**src/sprite_rom.mem**
```
// Pacman open mouth, row tile
00111100
01511710
11111100
11110000
11110000
11111100
01111110
00111100
// Pacman open mouth, column tile
00111100
01111110
19111141
11111111
11100111
11700111
01000010
00000000
// Pacman closed, row tile
00111100
01111110
11111111
11111111
11111111
11111111
01111110
00111100
// Pacman closed, column tile
00111100
01111110
11111111
11111111
11111111
11111111
01111110
00111100
// Ghost rows, nibble 2 is the recolored body
00222200
02222220
22672267
22662266
22222222
22222222
22222222
20220220

```
**src/sprite_pkg.sv**
```systemverilog
package sprite_pkg;

  ////////////////////////////////////////////////////////////
  // Raster geometry
  ////////////////////////////////////////////////////////////

  // Horizontal timing in pixels
  localparam int H_ACTIVE     = 256;
  localparam int H_TOTAL      = 320;
  localparam int H_SYNC_START = 272;
  localparam int H_SYNC_LEN   = 24;

  // Vertical timing in lines
  localparam int V_ACTIVE     = 240;
  localparam int V_TOTAL      = 262;
  localparam int V_SYNC_START = 244;
  localparam int V_SYNC_LEN   = 3;

  // Two clocks per pixel, one ROM slot per renderer
  localparam int CLKS_PER_PIX = 2;

  ////////////////////////////////////////////////////////////
  // Sprites and ROM map
  ////////////////////////////////////////////////////////////

  localparam int SPRITE_SIZE = 8;
  localparam int ROM_DEPTH   = 40;
  localparam int ROM_ADDR_W  = 6;
  // 8 nibbles per row, leftmost pixel in the top nibble
  localparam int ROM_DATA_W  = 32;

  // Base row of each tile
  localparam logic [ROM_ADDR_W-1:0] TILE_PAC_OPEN_ROW   = 6'd0;
  localparam logic [ROM_ADDR_W-1:0] TILE_PAC_OPEN_COL   = 6'd8;
  localparam logic [ROM_ADDR_W-1:0] TILE_PAC_CLOSED_ROW = 6'd16;
  localparam logic [ROM_ADDR_W-1:0] TILE_PAC_CLOSED_COL = 6'd24;
  localparam logic [ROM_ADDR_W-1:0] TILE_GHOST          = 6'd32;

  // Palette, entry 0 is transparent
  localparam logic [0:15][11:0] PALETTE = {
    12'h000, 12'hFF0, 12'hF00, 12'hFBF, 12'h0FF, 12'hFB5, 12'hFFF, 12'h22F,
    12'h00A, 12'h0F0, 12'h888, 12'hF80, 12'h8F8, 12'hA0F, 12'h444, 12'hCCC
  };
  localparam logic [11:0] BG_COLOR = 12'h000;

  // Ghost body nibble, recolored per ghost
  localparam logic [3:0] GHOST_BODY_IDX = 4'd2;

endpackage

```
**src/ghost_sprite.sv**
```systemverilog
module ghost_sprite import sprite_pkg::*; (
  input  logic                  clk,
  input  logic                  rst_n,
  input  logic [8:0]            x_ghost,
  input  logic [8:0]            y_ghost,
  input  logic                  ghost_left,
  input  logic [3:0]            ghost_color,
  input  logic [7:0]            sx,
  input  logic [8:0]            sy,
  input  logic                  pix_stb,
  input  logic                  frame_start,
  input  logic                  grant,
  input  logic                  rd_valid,
  input  logic [ROM_DATA_W-1:0] rd_data,
  output logic                  rom_req,
  output logic [ROM_ADDR_W-1:0] rom_addr,
  output logic [3:0]            pix_idx
);

  logic [8:0] x_q;
  logic [8:0] y_q;
  logic left_q;
  logic [3:0] color_q;
  logic [8:0] dx;
  logic [8:0] dy;
  logic in_box;
  logic [2:0] nib_sel;
  logic [ROM_ADDR_W-1:0] addr_nxt;
  logic [ROM_ADDR_W-1:0] addr_q;
  logic [2:0] nib_q;
  logic pend_q;
  logic [3:0] nib_raw;
  logic [3:0] nib_val;
  logic [3:0] idx_q;

  // Frame latch, color included
  always_ff @(posedge clk) begin
    if (!rst_n) begin
      x_q     <= '0;
      y_q     <= '0;
      left_q  <= 1'b0;
      color_q <= '0;
    end else if (frame_start) begin
      x_q     <= x_ghost;
      y_q     <= y_ghost;
      left_q  <= ghost_left;
      color_q <= ghost_color;
    end
  end

  // Same widened box test as pacman
  assign dx = {1'b0, sx} - x_q;
  assign dy = sy - y_q;
  assign in_box = ({1'b0, sx} >= x_q) && (dx < 9'(SPRITE_SIZE)) &&
                  (sy >= y_q) && (dy < 9'(SPRITE_SIZE));

  // Single row tile, facing mirrors the nibble
  assign addr_nxt = TILE_GHOST + ROM_ADDR_W'(dy[2:0]);
  assign nib_sel  = left_q ? 3'd7 - dx[2:0] : dx[2:0];

  assign rom_req  = (pix_stb && in_box) || pend_q;
  assign rom_addr = pend_q ? addr_q : addr_nxt;

  // Body nibble takes the ghost color
  assign nib_raw = rd_data[ROM_DATA_W - 4 - 4 * nib_q +: 4];
  assign nib_val = (nib_raw == GHOST_BODY_IDX) ? color_q : nib_raw;

  always_ff @(posedge clk) begin
    if (pix_stb) begin
      addr_q <= addr_nxt;
      nib_q  <= nib_sel;
    end
  end

  // Ghost data usually lands on the next strobe
  always_ff @(posedge clk) begin
    if (!rst_n) begin
      pend_q  <= 1'b0;
      idx_q   <= '0;
      pix_idx <= '0;
    end else begin
      pend_q <= rom_req && !grant;
      if (pix_stb) begin
        pix_idx <= rd_valid ? nib_val : idx_q;
        idx_q   <= '0;
      end else if (rd_valid) begin
        idx_q <= nib_val;
      end
    end
  end

endmodule

```
**src/pacman_sprite.sv**
```systemverilog
module pacman_sprite import sprite_pkg::*; (
  input  logic                  clk,
  input  logic                  rst_n,
  input  logic [8:0]            x_pac,
  input  logic [8:0]            y_pac,
  input  logic                  h_flip,
  input  logic                  v_flip,
  input  logic [7:0]            sx,
  input  logic [8:0]            sy,
  input  logic                  pix_stb,
  input  logic                  frame_start,
  input  logic                  grant,
  input  logic                  rd_valid,
  input  logic [ROM_DATA_W-1:0] rd_data,
  output logic                  rom_req,
  output logic [ROM_ADDR_W-1:0] rom_addr,
  output logic [3:0]            pix_idx
);

  logic [8:0] x_q;
  logic [8:0] y_q;
  logic h_flip_q;
  logic v_flip_q;
  logic [8:0] dx;
  logic [8:0] dy;
  logic in_box;
  logic mouth_open;
  logic [ROM_ADDR_W-1:0] row_tile;
  logic [ROM_ADDR_W-1:0] col_tile;
  logic [ROM_ADDR_W-1:0] tile_base;
  logic [2:0] row_off;
  logic [2:0] nib_sel;
  logic [ROM_ADDR_W-1:0] addr_nxt;
  logic [ROM_ADDR_W-1:0] addr_q;
  logic [2:0] nib_q;
  logic pend_q;
  logic [3:0] nib_val;
  logic [3:0] idx_q;

  // Position and flips latched once per frame
  always_ff @(posedge clk) begin
    if (!rst_n) begin
      x_q      <= '0;
      y_q      <= '0;
      h_flip_q <= 1'b0;
      v_flip_q <= 1'b0;
    end else if (frame_start) begin
      x_q      <= x_pac;
      y_q      <= y_pac;
      h_flip_q <= h_flip;
      v_flip_q <= v_flip;
    end
  end

  ////////////////////////////////////////////////////////////
  // Box test and orientation
  ////////////////////////////////////////////////////////////

  // Offsets in 9 bits with sx widened
  assign dx = {1'b0, sx} - x_q;
  assign dy = sy - y_q;
  assign in_box = ({1'b0, sx} >= x_q) && (dx < 9'(SPRITE_SIZE)) &&
                  (sy >= y_q) && (dy < 9'(SPRITE_SIZE));

  // Mouth frame alternates with position
  assign mouth_open = x_q[1] ^ y_q[1];
  assign row_tile = mouth_open ? TILE_PAC_OPEN_ROW : TILE_PAC_CLOSED_ROW;
  assign col_tile = mouth_open ? TILE_PAC_OPEN_COL : TILE_PAC_CLOSED_COL;

  // Row tiles indexed by dy and column tiles by dx
  always_comb begin
    case ({h_flip_q, v_flip_q})
      2'b11: begin
        tile_base = row_tile;
        row_off   = dy[2:0];
        nib_sel   = dx[2:0];
      end
      2'b01: begin
        tile_base = row_tile;
        row_off   = dy[2:0];
        nib_sel   = 3'd7 - dx[2:0];
      end
      2'b10: begin
        tile_base = col_tile;
        row_off   = dx[2:0];
        nib_sel   = 3'd7 - dy[2:0];
      end
      default: begin
        tile_base = col_tile;
        row_off   = dx[2:0];
        nib_sel   = dy[2:0];
      end
    endcase
  end

  assign addr_nxt = tile_base + ROM_ADDR_W'(row_off);

  ////////////////////////////////////////////////////////////
  // ROM request and return
  ////////////////////////////////////////////////////////////

  // Raised on the strobe and held until granted
  assign rom_req  = (pix_stb && in_box) || pend_q;
  assign rom_addr = pend_q ? addr_q : addr_nxt;

  // Leftmost pixel in the top nibble
  assign nib_val = rd_data[ROM_DATA_W - 4 - 4 * nib_q +: 4];

  // Request context for the pending slot and the data return
  always_ff @(posedge clk) begin
    if (pix_stb) begin
      addr_q <= addr_nxt;
      nib_q  <= nib_sel;
    end
  end

  always_ff @(posedge clk) begin
    if (!rst_n) begin
      pend_q  <= 1'b0;
      idx_q   <= '0;
      pix_idx <= '0;
    end else begin
      pend_q <= rom_req && !grant;
      if (pix_stb) begin
        // Data landing on the strobe itself is bypassed
        pix_idx <= rd_valid ? nib_val : idx_q;
        idx_q   <= '0;
      end else if (rd_valid) begin
        idx_q <= nib_val;
      end
    end
  end

  // New request only while the raster pixel lies inside the latched box
  a_req_in_box: assert property (@(posedge clk) disable iff (!rst_n)
    (rom_req && !pend_q) |->
      ({1'b0, sx} >= x_q) && ({2'b0, sx} < {1'b0, x_q} + 10'(SPRITE_SIZE)) &&
      (sy >= y_q) && ({1'b0, sy} < {1'b0, y_q} + 10'(SPRITE_SIZE)));

endmodule

```
**src/rom_arbiter.sv**
```systemverilog
module rom_arbiter import sprite_pkg::*; (
  input  logic                  clk,
  input  logic                  rst_n,
  input  logic                  pac_req,
  input  logic [ROM_ADDR_W-1:0] pac_addr,
  input  logic                  ghost_req,
  input  logic [ROM_ADDR_W-1:0] ghost_addr,
  input  logic [ROM_DATA_W-1:0] rom_data,
  output logic                  pac_grant,
  output logic                  ghost_grant,
  output logic                  pac_valid,
  output logic                  ghost_valid,
  output logic [ROM_DATA_W-1:0] rd_data,
  output logic [ROM_ADDR_W-1:0] rom_addr
);

  // Fixed priority with pacman first
  assign pac_grant   = pac_req;
  assign ghost_grant = ghost_req && !pac_req;

  // Granted address goes to the ROM
  assign rom_addr = pac_grant ? pac_addr : ghost_addr;

  // Valid trails the grant by the ROM latency
  always_ff @(posedge clk) begin
    if (!rst_n) begin
      pac_valid   <= 1'b0;
      ghost_valid <= 1'b0;
    end else begin
      pac_valid   <= pac_grant;
      ghost_valid <= ghost_grant;
    end
  end

  // Shared return bus steered by the valids
  assign rd_data = rom_data;

  ////////////////////////////////////////////////////////////
  // Checks
  ////////////////////////////////////////////////////////////

  // Slot budget lets a waiting ghost in on the next clock
  a_ghost_served: assert property (@(posedge clk) disable iff (!rst_n)
    (ghost_req && !ghost_grant) |=> ghost_grant);

endmodule

```
**src/sprite_rom.sv**
```systemverilog
module sprite_rom import sprite_pkg::*; (
  input  logic                  clk,
  input  logic [ROM_ADDR_W-1:0] addr,
  output logic [ROM_DATA_W-1:0] data
);

  ////////////////////////////////////////////////////////////
  // Sprite row storage
  ////////////////////////////////////////////////////////////

  // Five tiles of eight rows each
  logic [ROM_DATA_W-1:0] mem [0:ROM_DEPTH-1];

  initial begin
    $readmemh("/design/src/sprite_rom.mem", mem);
  end

  // One clock read latency
  always_ff @(posedge clk) begin
    data <= mem[addr];
  end

endmodule

```
**src/sprite_top.sv**
```systemverilog
module sprite_top import sprite_pkg::*; (
  input  logic       clk,
  input  logic       rst_n,
  input  logic [8:0] x_pac,
  input  logic [8:0] y_pac,
  input  logic       h_flip,
  input  logic       v_flip,
  input  logic [8:0] x_ghost,
  input  logic [8:0] y_ghost,
  input  logic       ghost_left,
  input  logic [3:0] ghost_color,
  output logic [3:0] r,
  output logic [3:0] g,
  output logic [3:0] b,
  output logic [7:0] out_x,
  output logic [8:0] out_y,
  output logic       out_de,
  output logic       hsync,
  output logic       vsync
);

  // Raster
  logic [7:0] sx;
  logic [8:0] sy;
  logic pix_stb;
  logic de;
  logic frame_start;

  // ROM sharing
  logic pac_req;
  logic ghost_req;
  logic [ROM_ADDR_W-1:0] pac_addr;
  logic [ROM_ADDR_W-1:0] ghost_addr;
  logic pac_grant;
  logic ghost_grant;
  logic pac_valid;
  logic ghost_valid;
  logic [ROM_DATA_W-1:0] rd_data;
  logic [ROM_ADDR_W-1:0] rom_addr;
  logic [ROM_DATA_W-1:0] rom_data;

  // Layer indices
  logic [3:0] pac_idx;
  logic [3:0] ghost_idx;

  video_timing u_timing (
    .clk(clk), .rst_n(rst_n), .sx(sx), .sy(sy), .pix_stb(pix_stb),
    .de(de), .hsync(hsync), .vsync(vsync), .frame_start(frame_start)
  );

  pacman_sprite u_pacman (
    .clk(clk), .rst_n(rst_n), .x_pac(x_pac), .y_pac(y_pac),
    .h_flip(h_flip), .v_flip(v_flip), .sx(sx), .sy(sy),
    .pix_stb(pix_stb), .frame_start(frame_start), .grant(pac_grant),
    .rd_valid(pac_valid), .rd_data(rd_data), .rom_req(pac_req),
    .rom_addr(pac_addr), .pix_idx(pac_idx)
  );

  ghost_sprite u_ghost (
    .clk(clk), .rst_n(rst_n), .x_ghost(x_ghost), .y_ghost(y_ghost),
    .ghost_left(ghost_left), .ghost_color(ghost_color), .sx(sx), .sy(sy),
    .pix_stb(pix_stb), .frame_start(frame_start), .grant(ghost_grant),
    .rd_valid(ghost_valid), .rd_data(rd_data), .rom_req(ghost_req),
    .rom_addr(ghost_addr), .pix_idx(ghost_idx)
  );

  rom_arbiter u_arbiter (
    .clk(clk), .rst_n(rst_n), .pac_req(pac_req), .pac_addr(pac_addr),
    .ghost_req(ghost_req), .ghost_addr(ghost_addr), .rom_data(rom_data),
    .pac_grant(pac_grant), .ghost_grant(ghost_grant), .pac_valid(pac_valid),
    .ghost_valid(ghost_valid), .rd_data(rd_data), .rom_addr(rom_addr)
  );

  sprite_rom u_rom (
    .clk(clk), .addr(rom_addr), .data(rom_data)
  );

  video_compositor u_compositor (
    .clk(clk), .rst_n(rst_n), .pix_stb(pix_stb), .sx(sx), .sy(sy), .de(de),
    .pac_idx(pac_idx), .ghost_idx(ghost_idx), .r(r), .g(g), .b(b),
    .out_x(out_x), .out_y(out_y), .out_de(out_de)
  );

endmodule

```
**src/video_compositor.sv**
```systemverilog
module video_compositor import sprite_pkg::*; (
  input  logic       clk,
  input  logic       rst_n,
  input  logic       pix_stb,
  input  logic [7:0] sx,
  input  logic [8:0] sy,
  input  logic       de,
  input  logic [3:0] pac_idx,
  input  logic [3:0] ghost_idx,
  output logic [3:0] r,
  output logic [3:0] g,
  output logic [3:0] b,
  output logic [7:0] out_x,
  output logic [8:0] out_y,
  output logic       out_de
);

  logic [7:0] x_d1;
  logic [7:0] x_d2;
  logic [8:0] y_d1;
  logic [8:0] y_d2;
  logic de_d1;
  logic de_d2;
  logic [3:0] sel_idx;
  logic [11:0] color;

  // Ghost on top, index 0 lets the layer below through
  assign sel_idx = (ghost_idx != 4'd0) ? ghost_idx : pac_idx;
  assign color   = (sel_idx == 4'd0) ? BG_COLOR : PALETTE[sel_idx];

  // Control delay line and colour output
  always_ff @(posedge clk) begin
    if (!rst_n) begin
      de_d1  <= 1'b0;
      de_d2  <= 1'b0;
      out_de <= 1'b0;
      r      <= '0;
      g      <= '0;
      b      <= '0;
    end else if (pix_stb) begin
      de_d1  <= de;
      de_d2  <= de_d1;
      out_de <= de_d2;
      // Blanking forces black
      {r, g, b} <= de_d2 ? color : 12'h000;
    end
  end

  // Coordinates follow the colour
  always_ff @(posedge clk) begin
    if (pix_stb) begin
      x_d1  <= sx;
      y_d1  <= sy;
      x_d2  <= x_d1;
      y_d2  <= y_d1;
      out_x <= x_d2;
      out_y <= y_d2;
    end
  end

endmodule

```
**src/video_timing.sv**
```systemverilog
module video_timing import sprite_pkg::*; (
  input  logic       clk,
  input  logic       rst_n,
  output logic [7:0] sx,
  output logic [8:0] sy,
  output logic       pix_stb,
  output logic       de,
  output logic       hsync,
  output logic       vsync,
  output logic       frame_start
);

  logic [$clog2(CLKS_PER_PIX)-1:0] div_cnt;
  logic [8:0] h_cnt;
  logic [8:0] v_cnt;
  logic [8:0] h_nxt;
  logic [8:0] v_nxt;

  // Clock divider for the pixel strobe
  always_ff @(posedge clk) begin
    if (!rst_n) begin
      div_cnt <= '0;
    end else if (pix_stb) begin
      div_cnt <= '0;
    end else begin
      div_cnt <= div_cnt + 1'b1;
    end
  end

  assign pix_stb = (div_cnt == CLKS_PER_PIX - 1);

  // Next raster position, wraps at the totals
  always_comb begin
    h_nxt = h_cnt + 9'd1;
    v_nxt = v_cnt;
    if (h_cnt == 9'(H_TOTAL - 1)) begin
      h_nxt = '0;
      if (v_cnt == 9'(V_TOTAL - 1)) begin
        v_nxt = '0;
      end else begin
        v_nxt = v_cnt + 9'd1;
      end
    end
  end

  // Counters and decodes move together on the strobe
  always_ff @(posedge clk) begin
    if (!rst_n) begin
      h_cnt       <= '0;
      v_cnt       <= '0;
      de          <= 1'b0;
      hsync       <= 1'b0;
      vsync       <= 1'b0;
      frame_start <= 1'b0;
    end else begin
      frame_start <= 1'b0;
      if (pix_stb) begin
        h_cnt <= h_nxt;
        v_cnt <= v_nxt;
        de    <= (h_nxt < 9'(H_ACTIVE)) && (v_nxt < 9'(V_ACTIVE));
        hsync <= (h_nxt >= 9'(H_SYNC_START)) && (h_nxt < 9'(H_SYNC_START + H_SYNC_LEN));
        vsync <= (v_nxt >= 9'(V_SYNC_START)) && (v_nxt < 9'(V_SYNC_START + V_SYNC_LEN));
        // One clock pulse while the raster sits on pixel 0,0
        frame_start <= (h_nxt == '0) && (v_nxt == '0);
      end
    end
  end

  assign sx = h_cnt[7:0];
  assign sy = v_cnt;

endmodule
```
**config.mk**
```make
export PLATFORM = sky130hd
export DESIGN_NAME = sprite_top
export DESIGN_NICKNAME = d
export VERILOG_FILES = /design/src/sprite_pkg.sv /design/src/ghost_sprite.sv /design/src/pacman_sprite.sv /design/src/rom_arbiter.sv /design/src/sprite_rom.sv /design/src/sprite_top.sv /design/src/video_compositor.sv /design/src/video_timing.sv
export SDC_FILE = /design/constraint.sdc
export NUM_CORES = 1
export LEC_CHECK = 0
export CORE_AREA = 2 2 118 120
export DETAILED_ROUTE_END_ITERATION = 6
export DIE_AREA = 0 0 120 122
export DONT_BUFFER_PORTS = 1
export PLACE_DENSITY_LB_ADDON = 0.3
export SYNTH_ARGS = -nofsm -noshare
export SYNTH_HDL_FRONTEND = slang
export SYNTH_SLANG_ARGS = --single-unit
```
**constraint.sdc**
```tcl
create_clock -name clk -period 7.4 [get_ports clk]
set_input_delay 1.48 -clock clk [delete_from_list [all_inputs] [get_ports clk]]
set_output_delay 1.48 -clock clk [all_outputs]
set_load 0.01 [all_outputs]
```
==> flow_summary.yaml <==
critical_path:
  crit_path_cell_trace: "ha_1 -> o21ai_0 -> a21oi_1 -> o41ai_1 -> xnor2_1 -> nor4_1 -> a32oi_1 -> nor2_1"
  setup.worst_path.class: "reg -> reg"
  rr_endpoint: "u_arbiter.ghost_valid"
  critPathMaxFanout: 14
  critical_path_required_ns: 7.76
  rrSetupSlack_ns: 4.73
  cpMaxStageDelayCell: "dfxtp_1"
  slowest_delay_ns: 0.61
  r2r-start: "u_timing.sy[2]"
  crit_path_end_kind: "flop"
  cp-start-kind: "flop"
  r2r_cells: 8
  worstSetupEndpoint: "u_arbiter.ghost_valid"
  critPathLaunch: "u_timing.sy[2]"
  crit_arrival_ns: 3.03
placed_design:
  dp_cells: 862
  io_buffers: 0
  dp_hpwl_microns: 10100
  globalplace.congestion: 0.961
die:
  fp.dieW_microns: 120
  die_h_microns: 122
  initial_core_util_pct: 53.3
  io_pins: 77
  core_area_sq_um: 13500
  rows: 43
  die_area_sq_um: 14600
clocking:
  cts_inserted_buffers: 17
  cts_setup_buffers: 0
  clockRootBuffer: "clkbuf_16"
  insertion_delay_ns: 0.43
  cts.sinks: 148
  cts_tree: "yes"
  cts-resized-gates: 0
  clockBufferDepth: 2
  cts.htree.levels: 4
  cts.clk_slew.worst_paths_ns: 0.06
  postCtsHoldBufs: 0
routing:
  first_pass_iters: 5
  wl_per_cell_microns: 16.0
  vias_per_cell: 5.76
  drtIter0Drc: 411
  wirelength_microns: 14300
  drtAntennaViolNets: 0
  vias: 5148
  drc: 0
sta:
  rsz0062_at_grt: "false"
  fmax_mhz: 374
  whs_ns: 0.413
  tightest_slew_ns: 1.23
  hold_viol: 0
  post-route-min-period_ns: 2.67
  max_slew_margin_pct: 18.2
  setup-violations-final: 0
  skew_ns: 0.00992
  setup_tns_ns: 0
  period_share_pct: 36.1
  drv_slew: 0
synth:
  synth_cell_types: 65
  syn_area_per_cell_sq_um: 10.1
  synth_top_area_share_pct: 27.0
  ys_async_sr_fraction_pct: 0
  syn_inst: 715
  ys_warn_count: 0
  yosysTopAreaCell: "dfxtp_1"
  synth_fp_nets: 804
  synthTopCellsByArea: "dfxtp_1, edfxtp_1, ha_1"
  postSynthRegisterBits: 148
  netlist_area_sq_um: 7200
  synthTopCellsByCount: "dfxtp_1, nor2_1, mux2i_1"
  ys_seq_area_share_pct: 48.2
  synth_top_flop_cell: "dfxtp_1"
  synth_most_common_cell: "dfxtp_1"
  synth_edf_count: 51
power:
  vdd_ir_drop_max_mv: 0.186
  power_density_nw_per_um2: 231
  p_int_mw: 1.43
  p_seq_share_pct: 48.2
  switching_share_pct: 21.7
  clkPwrFrac_pct: 47.5
  p_sw_mw: 0.396
  combPwrFrac_pct: 4.3
  leakagePower_nw: 2.86
run:
  cap_violations: 0
global_route:
  grt_pass1_vias: 4798
  grt_start_max_net_pins: 75
  grt_usage_pct: 20.4
  gr-total-overflow: 0
  grt_pass1_wl_microns: 23300
  antenna_found_initial: 0
min_path:
  hold_start: "u_compositor.x_d1[1]"
  hp-class: "reg -> reg"
run_status:
  status: "finished clean"
cells_and_area:
  n_antenna_cell: 0
  syn_to_final_growth_pct: 9.71
  final_cells: 894
  nNetsFinal: 790
  drive_gt1_share_pct: 5.88
-- worst max-delay path: cells and delay by family, from the launching register on --
kind                       cells  cell delay [ns]
adders and majority gates      1             0.34
AOI/OAI and AO/OA              4             1.05
DFF                            1             0.61
xor gates and xnor gates       1             0.14
and+or+nand+nor                2             0.46
-- routing by layer --
metal	global-route usage, %	wire (microns)	vias to the layer above
li1	-	-	2524
met1	26.0	6560	2430
met2	32.5	6730	156
met3	4.63	599	38
met4	10.3	424	0
met5	0	0	-
-- power by group through the flow --
stage	clock network, mW	logic, mW	registers [mW]
4_1_cts	0.882	0.0771	0.880
3_5_place_dp	0	0.0767	0.897
3_3_place_gp	0	0.0733	0.896
6_report	0.866	0.0780	0.879
5_1_grt	0.917	0.0861	0.882
2_1_floorplan	0	0.0627	0.896
-- worst min-delay path by stage --
stage	end	slack, ns	cells after the start
4_1_cts	u_compositor.y_d2[8]	0.42	0
6_report	u_compositor.x_d2[1]	0.41	0
5_1_grt	u_compositor.x_d2[1]	0.42	0
3_5_place_dp	u_compositor.y_d2[2]	0.40	0
2_1_floorplan	u_compositor.out_x[0]	0.40	0
3_3_place_gp	u_compositor.y_d2[3]	0.40	0
-- cells in the final DEF, fill, tap and decap left out, types with 22 or more instances in the layout --
cell / instances
mux2i_1: 53
inv_1: 51
nand2_1: 42
nor2_1: 55
nor2b_1: 42
dfxtp_1: 95
a21oi_1: 28
o21ai_0: 22
ha_1: 44
edfxtp_1: 51
-- cell families after synthesis --
family	count (synthesis)	share of synthesized area (%)
simple gates	235	17.2
flops	148	48.2
compound gates	134	13.2
buf+inv	86	4.53
mux	55	7.68
fa+ha+maj	44	7.64
xor+xnor	13	1.58
-- cell type report --
type	instances	area, sq um
clock buffers	21	440
clock inverters	11	153
fillers	1110	5600
inverters	52	195
multi-input cells	481	3400
flip-flops and latches	148	3480
well taps	180	225
repair buffers	1	7.51
-- through the flow --
| stage | util (%) | worst slack [ns] | power, mW | instance area (sq um) |
|---|---|---|---|---|
| global placement | 54.1 | 4.61 | 0.969 | 7310 |
| floorplan | - | 4.56 | 0.959 | 7200 |
| detailed placement | 54.1 | 4.56 | 0.974 | 7310 |
| CTS | 58.5 | 4.78 | 1.84 | 7900 |
| finish | 58.5 | 4.73 | 1.82 | 7900 |
| global route | 58.5 | 4.47 | 1.88 | 7900 |
-- flip-flops by register name (all words and copies together) (netlist names), 8 cells and up --
name / cells
u_compositor.out_x: 8
u_compositor.out_y: 9
u_compositor.x_d1: 8
u_compositor.x_d2: 8
u_compositor.y_d1: 9
u_compositor.y_d2: 9
u_ghost.x_q: 9
u_ghost.y_q: 9
u_pacman.x_q: 9
u_pacman.y_q: 9
u_timing.h_cnt: 9
u_timing.sy: 9
Note: power is estimated with default switching activity, not from simulation.
